## src/include/fm_defines.svh

```systemverilog
`ifndef FM_DEFINES_SVH
`define FM_DEFINES_SVH

// operator slots in one full sequence
`define FM_SLOTS 24

// channels, also the depth of the channel memories
`define FM_CHANNELS 6

// channel code jumped over after code 2
// codes 3 and 7 name no channel
`define FM_CH_SKIP 3'd3

// last channel code before the operator advances
`define FM_CH_LAST 3'd6

`endif

```

## src/logic/fm_pkg.sv

```systemverilog
`default_nettype none

package fm_pkg;

	// one operator slot, channel code in the low bits
	typedef struct packed {
		logic [1:0] op;
		logic [2:0] ch;
	} slot_t;

	typedef enum logic [3:0] {
		REG_DT_MUL,
		REG_TL,
		REG_KS_AR,
		REG_AM_D1R,
		REG_D2R,
		REG_D1L_RR,
		REG_SSG,
		REG_FB_ALG,
		REG_FNUM_LO,
		REG_BLOCK_FNHI,
		REG_PAN_PMS,
		REG_KEYON
	} reg_kind_t;

	// host write, only slot.ch counts for channel kinds
	typedef struct packed {
		reg_kind_t  kind;
		slot_t      slot;
		logic [7:0] data;
	} reg_write_t;

	typedef struct packed {
		logic [2:0] dt1;
		logic [3:0] mul;
		logic [6:0] tl;
		logic [1:0] ks;
		logic [4:0] ar;
		logic       amen;
		logic [4:0] d1r;
		logic [4:0] d2r;
		logic [3:0] d1l;
		logic [3:0] rr;
		logic       ssg_en;
		logic [2:0] ssg_eg;
	} op_regs_t;

	// fnum and block only change on the fnum low byte write
	typedef struct packed {
		logic [10:0] fnum;
		logic [2:0]  block;
		logic [2:0]  latch_block;
		logic [2:0]  latch_fnhi;
		logic [2:0]  fb;
		logic [2:0]  alg;
		logic [1:0]  ams;
		logic [2:0]  pms;
	} ch_regs_t;

	typedef struct packed {
		logic [1:0] rl;
	} ch_pan_t;

	typedef struct packed {
		slot_t    slot;
		logic     zero;
		op_regs_t op;
		ch_regs_t ch;
		ch_pan_t  pan;
		logic     keyon;
	} slot_out_t;

endpackage

`default_nettype wire

```

## src/logic/fm_shreg.sv

```systemverilog
`default_nettype none

// rotating memory, each entry comes back after STAGES cycles
module fm_shreg import fm_pkg::*; #(
	parameter type T = slot_t,
	parameter int STAGES = 2,
	parameter T RSTVAL = T'(0)
) (
	input  logic clk,
	input  logic rst,
	input  T     din,
	output T     dout
);

	T stage [STAGES];

	always_ff @(posedge clk) begin
		if (rst) begin
			for (int i = 0; i < STAGES; i++) begin
				stage[i] <= RSTVAL;
			end
		end else begin
			stage[0] <= din;
			for (int i = 1; i < STAGES; i++) begin
				stage[i] <= stage[i-1];
			end
		end
	end

	// oldest entry
	assign dout = stage[STAGES-1];

endmodule

`default_nettype wire

```

## src/logic/fm_slot_counter.sv

```systemverilog
`default_nettype none

`include "fm_defines.svh"

module fm_slot_counter import fm_pkg::*; (
	input  logic  clk,
	input  logic  rst,
	output slot_t slot,
	output logic  zero
);

	slot_t nxt;

	// channel codes run 0,1,2,4,5,6 then the operator steps
	always_comb begin
		nxt = slot;
		if (slot.ch == `FM_CH_LAST) begin
			nxt.op = slot.op + 2'd1;
			nxt.ch = 3'd0;
		end else if (slot.ch + 3'd1 == `FM_CH_SKIP) begin
			nxt.ch = slot.ch + 3'd2;
		end else begin
			nxt.ch = slot.ch + 3'd1;
		end
	end

	always_ff @(posedge clk) begin
		if (rst) begin
			slot <= '0;
		end else begin
			slot <= nxt;
		end
	end

	// start of the 24 slot sequence
	assign zero = (slot == '0);

endmodule

`default_nettype wire

```

## src/logic/fm_write_port.sv

```systemverilog
`default_nettype none

`include "fm_defines.svh"

module fm_write_port import fm_pkg::*; (
	input  logic       clk,
	input  logic       rst,
	input  logic       wr_valid,
	output logic       wr_ready,
	input  reg_write_t wr,
	input  slot_t      cur_slot,
	output logic       apply,
	output reg_write_t cmd
);

	logic       busy;
	reg_write_t held;
	logic [2:0] tgt_ch;
	logic       tgt_bad;
	logic       accept;
	logic       slot_hit;

	// key-on carries its channel in the data byte
	assign tgt_ch = (wr.kind == REG_KEYON) ? wr.data[2:0] : wr.slot.ch;
	assign tgt_bad = (tgt_ch == `FM_CH_SKIP) || (tgt_ch == `FM_CH_SKIP + 3'd4);

	assign wr_ready = !busy;
	assign accept = wr_valid && wr_ready;

	// when the held write may land
	always_comb begin
		case (held.kind)
			REG_FB_ALG, REG_FNUM_LO, REG_BLOCK_FNHI, REG_PAN_PMS: begin
				slot_hit = (held.slot.ch == cur_slot.ch);
			end
			REG_KEYON: begin
				slot_hit = 1'b1;
			end
			default: begin
				slot_hit = (held.slot == cur_slot);
			end
		endcase
	end

	assign apply = busy && slot_hit;
	assign cmd = held;

	always_ff @(posedge clk) begin
		if (rst) begin
			busy <= 1'b0;
		end else if (apply) begin
			busy <= 1'b0;
		end else if (accept && !tgt_bad) begin
			busy <= 1'b1;
		end
	end

	// writes to unused channel codes are dropped here
	always_ff @(posedge clk) begin
		if (accept && !tgt_bad) begin
			held <= wr;
		end
	end

endmodule

`default_nettype wire

```

## src/logic/fm_keyon.sv

```systemverilog
`default_nettype none

`include "fm_defines.svh"

module fm_keyon import fm_pkg::*; (
	input  logic       clk,
	input  logic       rst,
	input  logic       apply,
	input  reg_write_t cmd,
	input  slot_t      cur_slot,
	output logic       keyon
);

	logic [3:0] pend_mask;
	logic [2:0] pend_ch;
	logic       kon_cur;
	logic       kon_nxt;

	// last key-on request, replayed on every pass of its channel
	always_ff @(posedge clk) begin
		if (rst) begin
			pend_mask <= 4'd0;
			pend_ch <= 3'd0;
		end else if (apply && cmd.kind == REG_KEYON) begin
			pend_mask <= cmd.data[7:4];
			pend_ch <= cmd.data[2:0];
		end
	end

	// one mask bit per operator of the channel
	assign kon_nxt = (cur_slot.ch == pend_ch) ? pend_mask[cur_slot.op] : kon_cur;

	fm_shreg #(
		.T(logic),
		.STAGES(`FM_SLOTS),
		.RSTVAL(1'b0)
	) u_kon_mem (
		.clk  (clk),
		.rst  (rst),
		.din  (kon_nxt),
		.dout (kon_cur)
	);

	assign keyon = kon_cur;

endmodule

`default_nettype wire

```

## src/logic/fm_reg.sv

```systemverilog
`default_nettype none

`include "fm_defines.svh"

module fm_reg import fm_pkg::*; (
	input  logic       clk,
	input  logic       rst,
	input  logic       apply,
	input  reg_write_t cmd,
	output slot_t      cur_slot,
	output slot_out_t  slot_out
);

	logic       zero;
	logic [7:0] d;
	logic       keyon;
	op_regs_t   op_cur;
	op_regs_t   op_nxt;
	ch_regs_t   ch_cur;
	ch_regs_t   ch_nxt;
	ch_pan_t    pan_cur;
	ch_pan_t    pan_nxt;

	assign d = cmd.data;

	fm_slot_counter u_cnt (
		.clk  (clk),
		.rst  (rst),
		.slot (cur_slot),
		.zero (zero)
	);

	// operator fields, replaced group by group
	always_comb begin
		op_nxt = op_cur;
		if (apply) begin
			case (cmd.kind)
				REG_DT_MUL: begin
					op_nxt.dt1 = d[6:4];
					op_nxt.mul = d[3:0];
				end
				REG_TL: op_nxt.tl = d[6:0];
				REG_KS_AR: begin
					op_nxt.ks = d[7:6];
					op_nxt.ar = d[4:0];
				end
				REG_AM_D1R: begin
					op_nxt.amen = d[7];
					op_nxt.d1r = d[4:0];
				end
				REG_D2R: op_nxt.d2r = d[4:0];
				REG_D1L_RR: begin
					op_nxt.d1l = d[7:4];
					op_nxt.rr = d[3:0];
				end
				REG_SSG: begin
					op_nxt.ssg_en = d[3];
					op_nxt.ssg_eg = d[2:0];
				end
				default: ;
			endcase
		end
	end

	// channel fields, block and fnum go through the latch
	always_comb begin
		ch_nxt = ch_cur;
		pan_nxt = pan_cur;
		if (apply) begin
			case (cmd.kind)
				REG_BLOCK_FNHI: begin
					ch_nxt.latch_block = d[5:3];
					ch_nxt.latch_fnhi = d[2:0];
				end
				REG_FNUM_LO: begin
					ch_nxt.block = ch_cur.latch_block;
					ch_nxt.fnum = {ch_cur.latch_fnhi, d};
				end
				REG_FB_ALG: begin
					ch_nxt.fb = d[5:3];
					ch_nxt.alg = d[2:0];
				end
				REG_PAN_PMS: begin
					pan_nxt.rl = d[7:6];
					ch_nxt.ams = d[5:4];
					ch_nxt.pms = d[2:0];
				end
				default: ;
			endcase
		end
	end

	fm_shreg #(
		.T(op_regs_t),
		.STAGES(`FM_SLOTS),
		.RSTVAL('0)
	) u_op_mem (
		.clk  (clk),
		.rst  (rst),
		.din  (op_nxt),
		.dout (op_cur)
	);

	fm_shreg #(
		.T(ch_regs_t),
		.STAGES(`FM_CHANNELS),
		.RSTVAL('0)
	) u_ch_mem (
		.clk  (clk),
		.rst  (rst),
		.din  (ch_nxt),
		.dout (ch_cur)
	);

	// both outputs on out of reset
	fm_shreg #(
		.T(ch_pan_t),
		.STAGES(`FM_CHANNELS),
		.RSTVAL(ch_pan_t'(2'b11))
	) u_pan_mem (
		.clk  (clk),
		.rst  (rst),
		.din  (pan_nxt),
		.dout (pan_cur)
	);

	fm_keyon u_kon (
		.clk      (clk),
		.rst      (rst),
		.apply    (apply),
		.cmd      (cmd),
		.cur_slot (cur_slot),
		.keyon    (keyon)
	);

	always_comb begin
		slot_out.slot = cur_slot;
		slot_out.zero = zero;
		slot_out.op = op_cur;
		slot_out.ch = ch_cur;
		slot_out.pan = pan_cur;
		slot_out.keyon = keyon;
	end

endmodule

`default_nettype wire

```

## src/logic/fm_reg_top.sv

```systemverilog
`default_nettype none

module fm_reg_top import fm_pkg::*; (
	input  logic       clk,
	input  logic       rst,
	input  logic       wr_valid,
	output logic       wr_ready,
	input  reg_write_t wr,
	output slot_out_t  slot_out
);

	logic       apply;
	reg_write_t cmd;
	slot_t      cur_slot;

	// host side, holds one write until its slot comes around
	fm_write_port u_wport (
		.clk      (clk),
		.rst      (rst),
		.wr_valid (wr_valid),
		.wr_ready (wr_ready),
		.wr       (wr),
		.cur_slot (cur_slot),
		.apply    (apply),
		.cmd      (cmd)
	);

	fm_reg u_reg (
		.clk      (clk),
		.rst      (rst),
		.apply    (apply),
		.cmd      (cmd),
		.cur_slot (cur_slot),
		.slot_out (slot_out)
	);

endmodule

`default_nettype wire

```

## config.mk

```make
export PLATFORM = sky130hd
export DESIGN_NAME = fm_reg_top
export DESIGN_NICKNAME = d
export VERILOG_FILES = /design/src/logic/fm_pkg.sv /design/src/logic/fm_shreg.sv /design/src/logic/fm_slot_counter.sv /design/src/logic/fm_write_port.sv /design/src/logic/fm_keyon.sv /design/src/logic/fm_reg.sv /design/src/logic/fm_reg_top.sv
export VERILOG_INCLUDE_DIRS = /design/src /design/src/include
export SDC_FILE = /design/constraint.sdc
export NUM_CORES = 1
export LEC_CHECK = 0
export BUFFER_PORTS_ARGS = -buffer_cell sky130_fd_sc_hd__buf_2
export CORE_MARGIN = 5
export CORE_UTILIZATION = 30
export CTS_BUF_LIST = sky130_fd_sc_hd__clkbuf_4 sky130_fd_sc_hd__clkbuf_8
export DETAILED_ROUTE_END_ITERATION = 10
export SKIP_LAST_GASP = 1
export SYNTH_ARGS = -nofsm -noshare
export SYNTH_HDL_FRONTEND = slang
export SYNTH_HIERARCHICAL = 1
export SYNTH_SLANG_ARGS = --single-unit
export TNS_END_PERCENT = 10
```

## constraint.sdc

```tcl
create_clock -name clk -period 6.25 [get_ports clk]
set_clock_uncertainty 0.15 [all_clocks]
set_input_delay 0.3125 -clock clk [delete_from_list [all_inputs] [get_ports clk]]
set_output_delay 0.3125 -clock clk [all_outputs]
set_load 0.01 [all_outputs]
```

; After elaboration in Yosys (flattened, before gate mapping)
; Memories as Yosys holds them, arrays and structs flattened.
; Cells that the tools add are included.
[classes]
n_shift = 0
eq_ne = 19
add_sub_neg = 3
mux = 84
n_reduce_logical = 12
magnitude_cmp = 1
n_mul = 0
bitwise_logic = 60
n_div = 0
[ops]
columns = op, n
row1 = $mux W44, 25
row2 = $mux W31, 7
row3 = $or A1 B1 Y1, 60
row4 = $mux W1, 29
row5 = $mux W7, 3
row6 = $eq A4 B4 Y1 const B, 5
row7 = $mux W6, 3
row8 = $eq A4 B3 Y1 const B, 4
row9 = $mux W2, 8
row10 = $mux W14, 1
row11 = $mux W5, 2
row12 = $eq A4 B2 Y1 const B, 2
row13 = $mux W8, 1
row14 = $eq A3 B2 Y1 const B, 2
row15 = $eq A3 B3 Y1, 2
row16 = $eq A3 B3 Y1 const B, 2
row17 = $mux W3, 2
row18 = $eq A5 B5 Y1, 1
row19 = $logic_not A5 Y1, 1
row20 = $eq A4 B1 Y1 const B, 1
row21 = $logic_and A1 B1 Y1, 4
row22 = $logic_not A4 Y1, 1
row23 = $mux W4, 1
row24 = $reduce_or A2 Y1, 2
row25 = other kinds (9), 10
[totals]
n_memories = 4
inputBits = 20
out_inout_bits = 85
romBits = 0
register_bits = 30
latch_bits = 0
ram_bits = 1278
[memory_table]
columns = memory, words, width, read_ports, rd_ports_with_merged_regs, wr, line
row1 = u_reg.u_op_mem.stage, 24, 44, 24, 0, 24, fm_shreg.sv:15  ; T stage [STAGES];
row2 = u_reg.u_ch_mem.stage, 6, 31, 6, 0, 6, fm_shreg.sv:15
row3 = u_reg.u_kon.u_kon_mem.stage, 24, 1, 24, 0, 24, fm_shreg.sv:15
row4 = u_reg.u_pan_mem.stage, 6, 2, 6, 0, 6, fm_shreg.sv:15

; Depth between registers and ports, before layout
; Gate-level depths: netlist (run 1).
[logic_depth]
depth_word = 6
depth_mapped = 9

; Cells and area by module
; Netlist (run 1), hierarchy kept.
[modules_own_cells]
columns = module, instances, area_per_inst_um2, cells_per_inst, seq_area_each_um2
row1 = fm_shreg (u_reg.u_op_mem), 1, 28863.9, 2273, 21140.3
row2 = fm_shreg (u_reg.u_ch_mem), 1, 5230.0, 423, 3723.6
row3 = fm_reg, 1, 1076.0, 113, 0.0
row4 = fm_shreg (u_reg.u_kon.u_kon_mem), 1, 693.2, 50, 480.5
row5 = fm_write_port, 1, 684.4, 37, 530.5
row6 = fm_keyon, 1, 346.6, 39, 140.1
row7 = fm_shreg (u_reg.u_pan_mem), 1, 335.3, 27, 240.2
row8 = fm_slot_counter, 1, 274.0, 29, 100.1

; Worst setup path before layout (run 1)
; No wires, ideal clock.
[synth_timing]
path_type = flip-flop to flip-flop
startpoint = reg u_wport.held (netlist bit u_wport/cmd[16])
endpoint = mem u_reg/u_ch_mem/stage[0][28] (netlist bit)
stages_incl_launch_ff = 10
setup_time_ps = 114
required_time_ps = 5986
arrival_ps = 2196
slack_ps = 3790
n_path_buf = 2
path_cell_list = edfxtp_1 -> and4b_1 -> a21oi_2 -> o221ai_2 -> nand3b_1 -> or3_1 -> buf_2 -> buf_6 -> mux2_1 -> and2b_1
[synth_lines]
columns = item, line
row1 = "start, declared", fm_write_port.sv:17  ; reg_write_t held;
row2 = "start signal, assigned", fm_write_port.sv:61  ; held <= wr;
row3 = "end, declared", fm_shreg.sv:15

==> out/summary.txt, run 1 <==
Reg area - 26400 sq um
Part of the power in registers - 0.529
Area of the core - 124000 sq um
Net load switching power - 3320 uW
Yosys cell types - 45
Clock share of power - 0.454
# rows - 129
CP startpoint - u_wport/cmd[13]$_DFFE_PP_
Clock buffer depth - 3
Multi-input logic area - 9820 sq um
RSZ-0062 raised after global routing - no
Antenna-violating nets left - 0
Die area - 132000 sq um
CP peak stage delay - 0.70 ns
Htree depth - 4
CTS root buf - clkbuf_8
Worst setup path endpoint - u_reg/u_ch_mem/stage[0][27]$_SDFF_PP0_
Pwr Density - 366 nW/um^2
Syn_nets - 3015
Reg-to-reg setup timing slack - 3.17 ns
1st-iter DRT viols - 1026
Final setup violation count - 0
Cells after synthesis - 2991
Layout cells sized above 1 - 0.169
Worst skew pair latency - 0.82 ns
Register area share after synthesis - 0.703
Worst Max-Slew Pin Slew - 0.993 ns
Combinational Power Share - 0.017
Initial antenna violation count - 9
First-pass GRT wire length - 90500 microns
CTS Buf Count - 197
Final Util - 0.351
Final setup TNS - 0 ns
GR Util met3 - 0.0258
Startpoint types - flip-flop
Mean routed wirelength per cell - 11.5 microns
Gp weighted congestion - 0.731
Period minus WS final - 3.08 ns
GRT met2 Usage - 0.122
Post-route DRC violation count - 0
Critical path depth in cells - 7
Worst setup EP type - flip-flop
Sink Count - 1308
# resized after CTS - 0
Fmax - 325 MHz
Worst Path Buf+Inv - 0
Initial Utilization - 0.303
R2R depth - 7
Vias in the first global route - 17392
WL final - 56200 microns
Max-cap check violation count - 0
Post-CTS setup buffer count - 0
Fillers - 12151
Pint - 12600 uW
GR met1 Demand/Resource - 0.116
CP Cell Sequence - and4b_1, a21oi_2, o221ai_2, nand3b_1, or3_1, mux2_1, nor2b_1
Worst hold path type - primary input to flip-flop
Post-Synthesis Cell Area - 37500 sq um
Vias - 18020
Number of flops mapped to enable cells by yosys - 17
Sw Share - 0.208
Post-DP HPWL - 30500 microns
Fin nets - 3118
Commonest non-fill, non-tap cells in the layout - 1291 x dfxtp_1, 1010 x nor2b_1, 247 x clkbuf_8, 242 x and2b_1, 103 x buf_2
Mapped Avg Cell Area - 12.5 sq um
Slew headroom - 0.338
Status - complete, no violations
Gr ovfl total - 0
Pleak - 0.0181 uW
CTS tree - done
# IOs - 105
Async set or reset register ratio after synthesis - 0
Total iterations of the first detailed-routing run - 4
Reg clk slew, reported paths - 0.06 ns
Die width - 364 microns
GRT Overall Usage - 0.0850
Crit Path Class - flip-flop to flip-flop
Ys flop type - dfxtp_1
Via density - 3.69
CP required - 6.77 ns
Most Used Layer, Global Route - met2
Crit path DAT - 3.59 ns
Crit path max-delay cell type - edfxtp_1
Reg-to-reg startpoint - u_wport/cmd[13]$_DFFE_PP_
Yosys Warn Count - 6
Slew Limit Fails - 0
VDD IR-drop max - 0.154 mV
IO Port Bufs - 104
Worst r2r dst - u_reg/u_ch_mem/stage[0][27]$_SDFF_PP0_
Largest net degree at the start of global routing - 227
Die Span Y - 364 microns
Max Fanout on Critical Path - 19
Final Hold Viols - 0
Final period utilization - 0.493
Commonest non-fill, non-tap cell in the layout - dfxtp_1
FF+latch count, synth - 1308
Area Overhead vs Synth - 16.0%
Cell family with most CP delay - simple AND/OR/NAND/NOR gates
-- flip-flops by register name, summed over array words and instances, names as in the netlist --
| signal | cells |
|---|---|
| u_wport/busy | 1 |
| u_reg/u_cnt/slot | 5 |
| u_reg/u_kon/pend_ch | 3 |
| u_reg/u_kon/pend_mask | 4 |
| u_reg/u_kon/u_kon_mem/stage | 24 |
| u_reg/u_op_mem/stage | 1056 |
| u_reg/u_pan_mem/stage | 12 |
| u_wport/cmd | 17 |
| u_reg/u_ch_mem/stage | 186 |
-- cell type report --
type | instances | area share
Clock buffer | 314 | 0.0897
Timing Repair Buffer | 141 | 0.0220
Inverter | 4 | 0.000345
Tap cell | 1637 | 0.0471
Multi-Input combinational cell | 1442 | 0.226
Clock inverter | 37 | 0.00900
Sequential cell | 1308 | 0.606
Antenna cell | 5 | 0.000288
-- how the worst min path moves through the flow --
| stage | start | to | slack [ns] | cells past startpoint |
|---|---|---|---|---|
| 3_5_place_dp | u_reg/u_pan_mem/stage[0][4]$_SDFF_PP1_ | u_reg/u_pan_mem/stage[0][6]$_SDFF_PP1_ | 0.24 | 1 |
| 6_report | wr[15] | u_wport/cmd[15]$_DFFE_PP_ | 0.1 | 2 |
| 3_3_place_gp | u_reg/u_pan_mem/stage[0][7]$_SDFF_PP1_ | u_reg/u_pan_mem/stage[0][9]$_SDFF_PP1_ | 0.24 | 1 |
| 4_1_cts | wr[8] | u_wport/cmd[8]$_DFFE_PP_ | 0.002 | 2 |
| 2_1_floorplan | rst | u_wport/busy$_SDFFE_PP0P_ | 0.23 | 1 |
| 5_1_grt | wr[13] | u_wport/cmd[13]$_DFFE_PP_ | 0.03 | 2 |
-- power groups by stage --
| stage | clock, uW | sequential (uW) | combinational, uW |
|---|---|---|---|
| 2_1_floorplan | 0 | 8580 | 228 |
| 3_3_place_gp | 0 | 8600 | 269 |
| 3_5_place_dp | 0 | 8600 | 265 |
| 4_1_cts | 7490 | 8420 | 281 |
| 5_1_grt | 7910 | 8410 | 305 |
| 6_report | 7230 | 8420 | 275 |
-- logic make-up after synthesis --
kind of cell	synth area share
muxes	0.0241
and+or+nand+nor	0.230
DFF	0.703
AOI/OAI and AO/OA	0.00374
xor gates and xnor gates	0.00257
adders and majority gates	0.00133
buffers and inverters	0.0355
-- per-stage QoR --
stage                     instance area (sq um)  worst slack, ns  std cells  total power (uW)  hold slack (ns)
after floorplan                           37500             3.79       2991              8800            0.227
after global placement                    38900             3.23       4503              8870            0.237
after detailed placement                  38900             3.21       4503              8870            0.243
after CTS                                 43500             3.20       4883             16200          0.00171
after global routing                      43500             2.98       4884             16600           0.0328
final                                     43500             3.17       4888             15900           0.0990
-- per-layer routing --
| layer | vias up | wire (microns) |
|---|---|---|
| met5 | - | 0 |
| met4 | 0 | 1710 |
| met3 | 97 | 2880 |
| met2 | 278 | 23700 |
| met1 | 8335 | 28000 |
| li1 | 9310 | - |
-- synth_stat cells, drive strengths merged (3+ instances only) --
cell type,number,share of area
a21oi,10,0.0014
and2b,242,0.048
buf,120,0.023
clkbuf,117,0.012
dfxtp,1291,0.69
edfxtp,17,0.014
ha,4,0.0013
inv,4,0.00040
mux2,78,0.024
nand2,5,0.00050
nand2b,3,0.00050
nand3,10,0.0013
nand3b,4,0.00080
nand4b,3,0.00070
nor2,9,0.00097
nor2b,1024,0.17
o21ai,7,0.00093
or2,12,0.0020
xnor2,6,0.0014
xor2,5,0.0012
-- timing repair --
action	CTS	global route
hold buffers	29	0
hold endpoints to repair	134	0
setup endpoints to repair	0	0
Note: power is estimated with default switching activity, not from simulation.
==> run 2: changes to the inputs <==
==> constraint.sdc (replaced) <==
create_clock -name clk -period 2.7 [get_ports clk]
set_clock_uncertainty 0.15 [all_clocks]
set_input_delay 0.135 -clock clk [delete_from_list [all_inputs] [get_ports clk]]
set_output_delay 0.135 -clock clk [all_outputs]
set_load 0.01 [all_outputs]
==> out/summary.txt, run 2 (synthesis results as in run 1) <==
Status - complete, no violations
Commonest non-fill, non-tap cell in the layout - dfxtp_1
CP required - 3.29 ns (-3.48 ns)
Period minus WS final - 2.53 ns (-0.551 ns)
Post-DP HPWL - 32600 microns (+6.8%)
CTS root buf - clkbuf_8
Slew Limit Fails - 0 (unchanged)
Largest net degree at the start of global routing - 121 (-47%)
Mean routed wirelength per cell - 11.7 microns (+1.9%)
CP peak stage delay - 0.37 ns (-0.33 ns)
Initial Utilization - 0.303 (unchanged)
Fmax - 396 MHz (+22%)
CTS Buf Count - 199 (+1.0%)
Htree depth - 4 (unchanged)
CP startpoint - u_wport/cmd[10]$_DFFE_PP_
Reg-to-reg startpoint - u_wport/cmd[10]$_DFFE_PP_
Vias - 18412 (+2.2%)
Worst r2r dst - u_reg/u_op_mem/stage[0][35]$_SDFF_PP0_
Area Overhead vs Synth - 17.5%
1st-iter DRT viols - 839 (-18%)
CP Cell Sequence - xnor2_1, nand4_1, o221ai_2, nor3b_4, buf_4, nand3b_1, mux2_2, nor2b_1
Worst setup path endpoint - u_reg/u_op_mem/stage[0][35]$_SDFF_PP0_
Layout cells sized above 1 - 0.182 (+0.0125)
PnR worst setup slack - 0.173 ns (-3.00 ns)
Sink Count - 1308 (unchanged)
Pleak - 0.0184 uW (+1.8%)
CTS tree - done
Worst skew pair latency - 0.86 ns (+0.04 ns)
GRT Overall Usage - 0.0882 (+0.00318)
Vias in the first global route - 18064 (+3.9%)
Reg-to-reg setup timing slack - 0.17 ns (-3.00 ns)
Setup WS pre-CTS - 0.0875 ns (-3.13 ns)
Worst setup EP type - flip-flop
Final period utilization - 0.936 (+0.443)
Die area - 132000 sq um (unchanged)
Final Hold Viols - 0 (unchanged)
Die Span Y - 364 microns (unchanged)
Gp weighted congestion - 0.735 (+0.55%)
Gr ovfl total - 0 (unchanged)
Via density - 3.72 (+1.0%)
Fin nets - 3182 (+2.1%)
VDD IR-drop max - 0.530 mV (+240%)
Crit Path Class - flip-flop to flip-flop
Post-route DRC violation count - 0 (unchanged)
RSZ-0062 raised after global routing - no
Final setup violation count - 0 (unchanged)
Largest regs - u_reg/u_op_mem/stage (1056), u_reg/u_ch_mem/stage (186), u_reg/u_kon/u_kon_mem/stage (24)
Max-cap check violation count - 0 (unchanged)
Reg clk slew, reported paths - 0.06 ns (about the same)
Worst hold path type - primary input to flip-flop
Commonest non-fill, non-tap cells in the layout - 1291 x dfxtp_1, 1010 x nor2b_1, 246 x clkbuf_8, 242 x and2b_1, 103 x buf_2
First-pass GRT wire length - 93900 microns (+3.7%)
Startpoint types - flip-flop
Number of flip-flops in the largest register - 1056 (unchanged)
Crit path DAT - 3.11 ns (-0.48 ns)
Worst Max-Slew Pin Slew - 0.914 ns (-0.0794 ns)
R2R depth - 8 (+1)
Largest register by flop count - u_reg/u_op_mem/stage
Clock buffer depth - 3 (unchanged)
Antenna-violating nets left - 0 (unchanged)
Initial antenna violation count - 10 (+1)
WL final - 57900 microns (+3.0%)
Area of the core - 124000 sq um (unchanged)
IO Port Bufs - 104 (unchanged)
Slew headroom - 0.391 (+0.0530)
Die width - 364 microns (unchanged)
# IOs - 105 (unchanged)
# rows - 129 (unchanged)
Final setup TNS - 0 ns (unchanged)
Crit path max-delay cell type - edfxtp_1
Total iterations of the first detailed-routing run - 5 (+1)
Pwr Density - 840 nW/um^2 (+130%)
Max Fanout on Critical Path - 7 (-12)
run 2: layout make-up:
| class | count | area [sq um] |
|---|---|---|
| fill | 12122 | 79900 |
| clock inverter | 33 | 390 |
| timing repair buffer | 203 | 1530 |
| multi-input combinational | 1442 | 9820 |
| sequential | 1308 | 26400 |
| tap | 1637 | 2050 |
| inverter | 4 | 15.0 |
| clock buffer | 314 | 3900 |
| antenna | 3 | 7.51 |
run 2: worst min path at each step:
| stage | endpoint | from | cells past startpoint | slack, ns |
|---|---|---|---|---|
| 2_1_floorplan | u_wport/busy$_SDFFE_PP0P_ | rst | 1 | 0.05 |
| 3_5_place_dp | u_wport/cmd[3]$_DFFE_PP_ | wr[3] | 1 | 0.16 |
| 4_1_cts | u_reg/u_ch_mem/stage[0][2]$_SDFF_PP0_ | rst | 3 | 0.07 |
| 3_3_place_gp | u_wport/cmd[6]$_DFFE_PP_ | wr[6] | 1 | 0.16 |
| 6_report | u_reg/u_ch_mem/stage[0][2]$_SDFF_PP0_ | rst | 3 | 0.19 |
| 5_1_grt | u_reg/u_ch_mem/stage[0][159]$_SDFF_PP0_ | rst | 3 | 0.11 |
run 2: where the power goes:
group / leakage (uW) / total [uW] / internal (uW) / switching [uW]
combinational: 0.00562 / 789 / 298 / 490
sequential: 0.0106 / 19500 / 19400 / 63.1
clock: 0.00227 / 16800 / 9440 / 7330
total: 0.0184 / 37000 / 29100 / 7880
run 2: per-stage QoR:
stage | total power, uW | util | cells | hold WS [ns] | cell area (sq um)
CTS | 37600 | 0.355 | 4940 | 0.0732 | 44000
finish | 37000 | 0.355 | 4944 | 0.194 | 44100
floorplan | 20400 | - | 2991 | 0.0496 | 37500
global route | 38600 | 0.355 | 4944 | 0.109 | 44100
detailed placement | 20600 | 0.318 | 4555 | 0.164 | 39400
global placement | 20600 | 0.318 | 4555 | 0.163 | 39400
run 2: per-layer routing:
layer	wire, microns	GRT usage
met2	24400	0.129
met3	2640	0.0279
met1	28700	0.117
met5	0	0
met4	2150	0.0470
run 2: timing repair:
| item | CTS | global route |
|---|---|---|
| buffers inserted | 0 | 1 |
| setup endpoints to repair | 0 | 20 |
| hold buffers | 38 | 0 |
| hold endpoints to repair | 1299 | 0 |
| resized for setup | 0 | 1 |
run 2: worst max-delay path, delay by kind of cell, from the launching register on:
| kind | cells | cell delay, ns |
|---|---|---|
| muxes | 1 | 0.37 |
| buffers and inverters | 1 | 0.17 |
| xor gates and xnor gates | 1 | 0.26 |
| and+or+nand+nor | 4 | 0.84 |
| AOI/OAI and AO/OA | 1 | 0.26 |
| DFF | 1 | 0.37 |
==> run 3: changes to the inputs <==
--- a/config.mk
+++ b/config.mk
@@ -6,11 +6,13 @@
 export SDC_FILE = /design/constraint.sdc
 export NUM_CORES = 1
 export LEC_CHECK = 0
+export ABC_AREA = 1
 export BUFFER_PORTS_ARGS = -buffer_cell sky130_fd_sc_hd__buf_2
 export CORE_MARGIN = 5
 export CORE_UTILIZATION = 30
 export CTS_BUF_LIST = sky130_fd_sc_hd__clkbuf_4 sky130_fd_sc_hd__clkbuf_8
 export DETAILED_ROUTE_END_ITERATION = 10
+export RECOVER_POWER = 50
 export SKIP_LAST_GASP = 1
 export SYNTH_ARGS = -nofsm -noshare
 export SYNTH_HDL_FRONTEND = slang
==> constraint.sdc (replaced) <==
create_clock -name clk -period 2.4 [get_ports clk]
set_clock_uncertainty 0.15 [all_clocks]
set_input_delay 0.12 -clock clk [delete_from_list [all_inputs] [get_ports clk]]
set_output_delay 0.12 -clock clk [all_outputs]
set_load 0.01 [all_outputs]
==> out/summary.txt, run 3 <==
Status - complete, but fails checks
Failing checks - capacitance limit, slew limit
Initial Utilization - 0.301 (-0.00113)
Antenna-violating nets left - 0 (unchanged)
CP startpoint - u_reg/u_cnt/slot[0]$_SDFFE_PP0P_
Clock share of power - 0.447 (-0.006)
Worst skew pair latency - 0.82 ns (-0.04 ns)
CTS Buf Count - 197 (-1.0%)
VDD IR-drop max - 0.493 mV (-7.0%)
Layout cells sized above 1 - 0.107 (-0.0744)
Yosys Warn Count - 6 (unchanged)
Fin nets - 4701 (+48%)
Worst r2r dst - u_reg/u_op_mem/stage[0][34]$_SDFF_PP0_
Worst setup EP type - output pin
Crit path max-delay cell type - dfxtp_1
Max Fanout on Critical Path - 5 (-2)
Pleak - 0.0181 uW (-2.0%)
Worst setup path endpoint - slot_out[78]
Final setup violation count - 0 (unchanged)
Largest register by flop count - u_reg/u_op_mem/stage
Sink Count - 1308 (unchanged)
Largest regs - u_reg/u_op_mem/stage (1056), u_reg/u_ch_mem/stage (186), u_reg/u_kon/u_kon_mem/stage (24)
Vias - 23825 (+29%)
Post-DP HPWL - 39700 microns (+22%)
Commonest non-fill, non-tap cell in the layout - inv_1
Worst hold path type - primary input to flip-flop
CP Cell Sequence - buf_4, inv_1, ha_1, nand3_1, nor2_1, buf_2
IO Port Bufs - 104 (unchanged)
Startpoint types - flip-flop
Most instantiated library cell after synthesis - inv_1
Mapped Avg Cell Area - 8.76 sq um (-30%)
Final period utilization - 0.920
Reg-to-reg setup timing slack - 0.20 ns (+0.03 ns)
Worst Max-Slew Pin Slew - 1.79 ns (+0.872 ns)
Via density - 3.62 (-2.8%)
Cells after synthesis - 4512 (+51%)
FF+latch count, synth - 1308 (unchanged)
Final Hold Viols - 0 (unchanged)
Reg-to-reg startpoint - u_reg/u_cnt/slot[0]$_SDFFE_PP0P_
GRT Overall Usage - 0.0922 (+0.00402)
Pint - 32500 uW (+12%)
Top cells by area, synth - dfxtp_1 65%, inv_1 12%, nor2_1 12%, buf_4 3.4%, nand2_1 2.6%
Fillers - 13570 (+12%)
Syn_nets - 4536 (+50%)
Slew headroom - -0.190 (-0.581)
Post-synth top cells - 1307 x inv_1, 1291 x dfxtp_1, 1275 x nor2_1, 269 x nand2_1, 179 x buf_4
Net load switching power - 8660 uW (+9.9%)
WL final - 64300 microns (+11%)
First-pass GRT wire length - 107000 microns (+14%)
Biggest area consumer among synthesized cells - dfxtp_1
Combinational Power Share - 0.022 (about the same)
Post-route DRC violation count - 0 (unchanged)
Clock buffer depth - 3 (unchanged)
Ys flop type - dfxtp_1
CTS root buf - clkbuf_8
Synth top area share - 0.654 (-0.0353)
Area Overhead vs Synth - 15.3%
Fmax - 453 MHz
Register area share after synthesis - 0.667 (-0.0359)
Non-Filler Instances - 6581 (+33%)
Reg clk slew, reported paths - 0.06 ns (about the same)
Initial antenna violation count - 7 (-3)
CP peak stage delay - 0.41 ns (+0.04 ns)
Slew Limit Fails - 97 (+97)
# rows - 133 (+3.1%)
Placed cells - 6195 (+36%)
R2R depth - 16 (+8)
CP required - 2.13 ns (-1.16 ns)
Total iterations of the first detailed-routing run - 5 (unchanged)
Mean routed wirelength per cell - 9.77 microns (-17%)
Die width - 373 microns (+2.6%)
1st-iter DRT viols - 1233 (+47%)
Crit Path Class - flip-flop to output pin
Number of flops mapped to enable cells by yosys - 17 (unchanged)
Max-cap check violation count - 1 (+1)
Commonest non-fill, non-tap cells in the layout - 1308 x inv_1, 1291 x dfxtp_1, 1274 x nor2_1, 269 x nand2_1, 243 x clkbuf_8
Post-Synthesis Cell Area - 39500 sq um (+5.4%)
Htree depth - 4 (unchanged)
Pwr Density - 904 nW/um^2 (+7.6%)
Area of the core - 131000 sq um (+5.8%)
Period minus WS final - 2.21 ns
Async set or reset register ratio after synthesis - 0 (unchanged)
RSZ-0062 raised after global routing - yes
Part of the power in registers - 0.531 (+0.005)
Gr ovfl total - 0 (unchanged)
Sw Share - 0.210 (-0.00263)
Yosys cell types - 21 (-53%)
Vias in the first global route - 22242 (+23%)
Gp weighted congestion - 0.790 (+7.4%)
Final setup TNS - 0 ns (unchanged)
Largest net degree at the start of global routing - 147 (+21%)
Number of flip-flops in the largest register - 1056 (unchanged)
Hold_sp - rst
CTS tree - done
Crit path DAT - 1.94 ns (-1.17 ns)
Die Span Y - 373 microns (+2.6%)
WHS - 0.123 ns (-0.0705 ns)
# IOs - 105 (unchanged)
Die area - 139000 sq um (+5.2%)
-- run 3: changes by cell type after synthesis, moves of 15 or more --
cell and change:
mux2_2 -67, nor2_1 +1267, nor2b_1 -1010, buf_4 +92, and2b_1 -242, nor2_2 +15
buf_6 +19, inv_1 +1303, nand3_1 +45, nand2_1 +264, clkbuf_1 -110
-- run 3: logic make-up after synthesis --
logic type      synth area share
fa+ha+maj                0.00127
simple gates               0.158
flops                      0.667
compound gates           0.00313
buf+inv                    0.170
xor+xnor                0.000887
-- run 3: cell type report --
type | instances | area [sq um] | share of cell area
diodes | 1 | 2.50 | 0.0000549
clock buffers | 313 | 3870 | 0.0849
clock inverters | 34 | 290 | 0.00637
inverters | 1314 | 4930 | 0.108
multi-input cells | 1654 | 6440 | 0.141
flip-flops and latches | 1308 | 26400 | 0.579
well taps | 1755 | 2200 | 0.0482
repair buffers | 202 | 1470 | 0.0324
-- run 3: metal layers --
layer / part of all wire / global-route usage / vias up
met4: 0.029 / 0.0404 / 0
met1: 0.48 / 0.121 / 10680
met2: 0.43 / 0.138 / 400
met3: 0.062 / 0.0314 / 143
met5: 0 / 0 / -
li1: - / - / 12602
-- run 3: how the worst min path moves through the flow --
stage	to	slack, ns	cells after the start
after global placement	u_wport/cmd[5]$_DFFE_PP_	0.15	1
after floorplan	u_reg/u_kon/pend_ch[0]$_SDFFE_PP0P_	0.04	1
after CTS	u_reg/u_kon/u_kon_mem/stage[0][0]$_SDFF_PP0_	0.04	3
after global routing	u_reg/u_kon/u_kon_mem/stage[0][0]$_SDFF_PP0_	0.1	3
final	u_reg/u_kon/u_kon_mem/stage[0][0]$_SDFF_PP0_	0.12	3
after detailed placement	u_wport/cmd[5]$_DFFE_PP_	0.15	1
-- run 3: worst max-delay path, delay by kind of cell (launching register included) --
family,cells,cell delay [ns]
DFF,1,0.41
buffers and inverters,3,0.38
adders and majority gates,1,0.20
and+or+nand+nor,2,0.12
-- run 3: power by group through the flow --
stage          clock network [uW]  logic (uW)  registers, uW
2_1_floorplan                   0         689          22300
3_3_place_gp                    0         869          22300
3_5_place_dp                    0         878          22300
4_1_cts                     19000         927          21900
5_1_grt                     20100        1000          21900
6_report                    18400         898          21900
-- run 3: timing repair --
action | 4_1_cts | 5_1_grt
endpoints found under the hold margin | 1325 | 0
gates resized for setup | 0 | 1
hold buffers | 38 | 0
endpoints found under the setup margin | 0 | 22
setup buffers | 0 | 0
-- run 3: metrics by stage --
step / setup WS (ns) / area (sq um) / power, uW / util
floorplan: 0.367 / 39500 / 23000 / -
global placement: 0.276 / 41100 / 23200 / 0.314
detailed placement: 0.240 / 41100 / 23200 / 0.314
CTS: 0.0671 / 45700 / 41800 / 0.348
global route: -0.0349 / 45600 / 43000 / 0.347
finish: 0.192 / 45600 / 41200 / 0.347
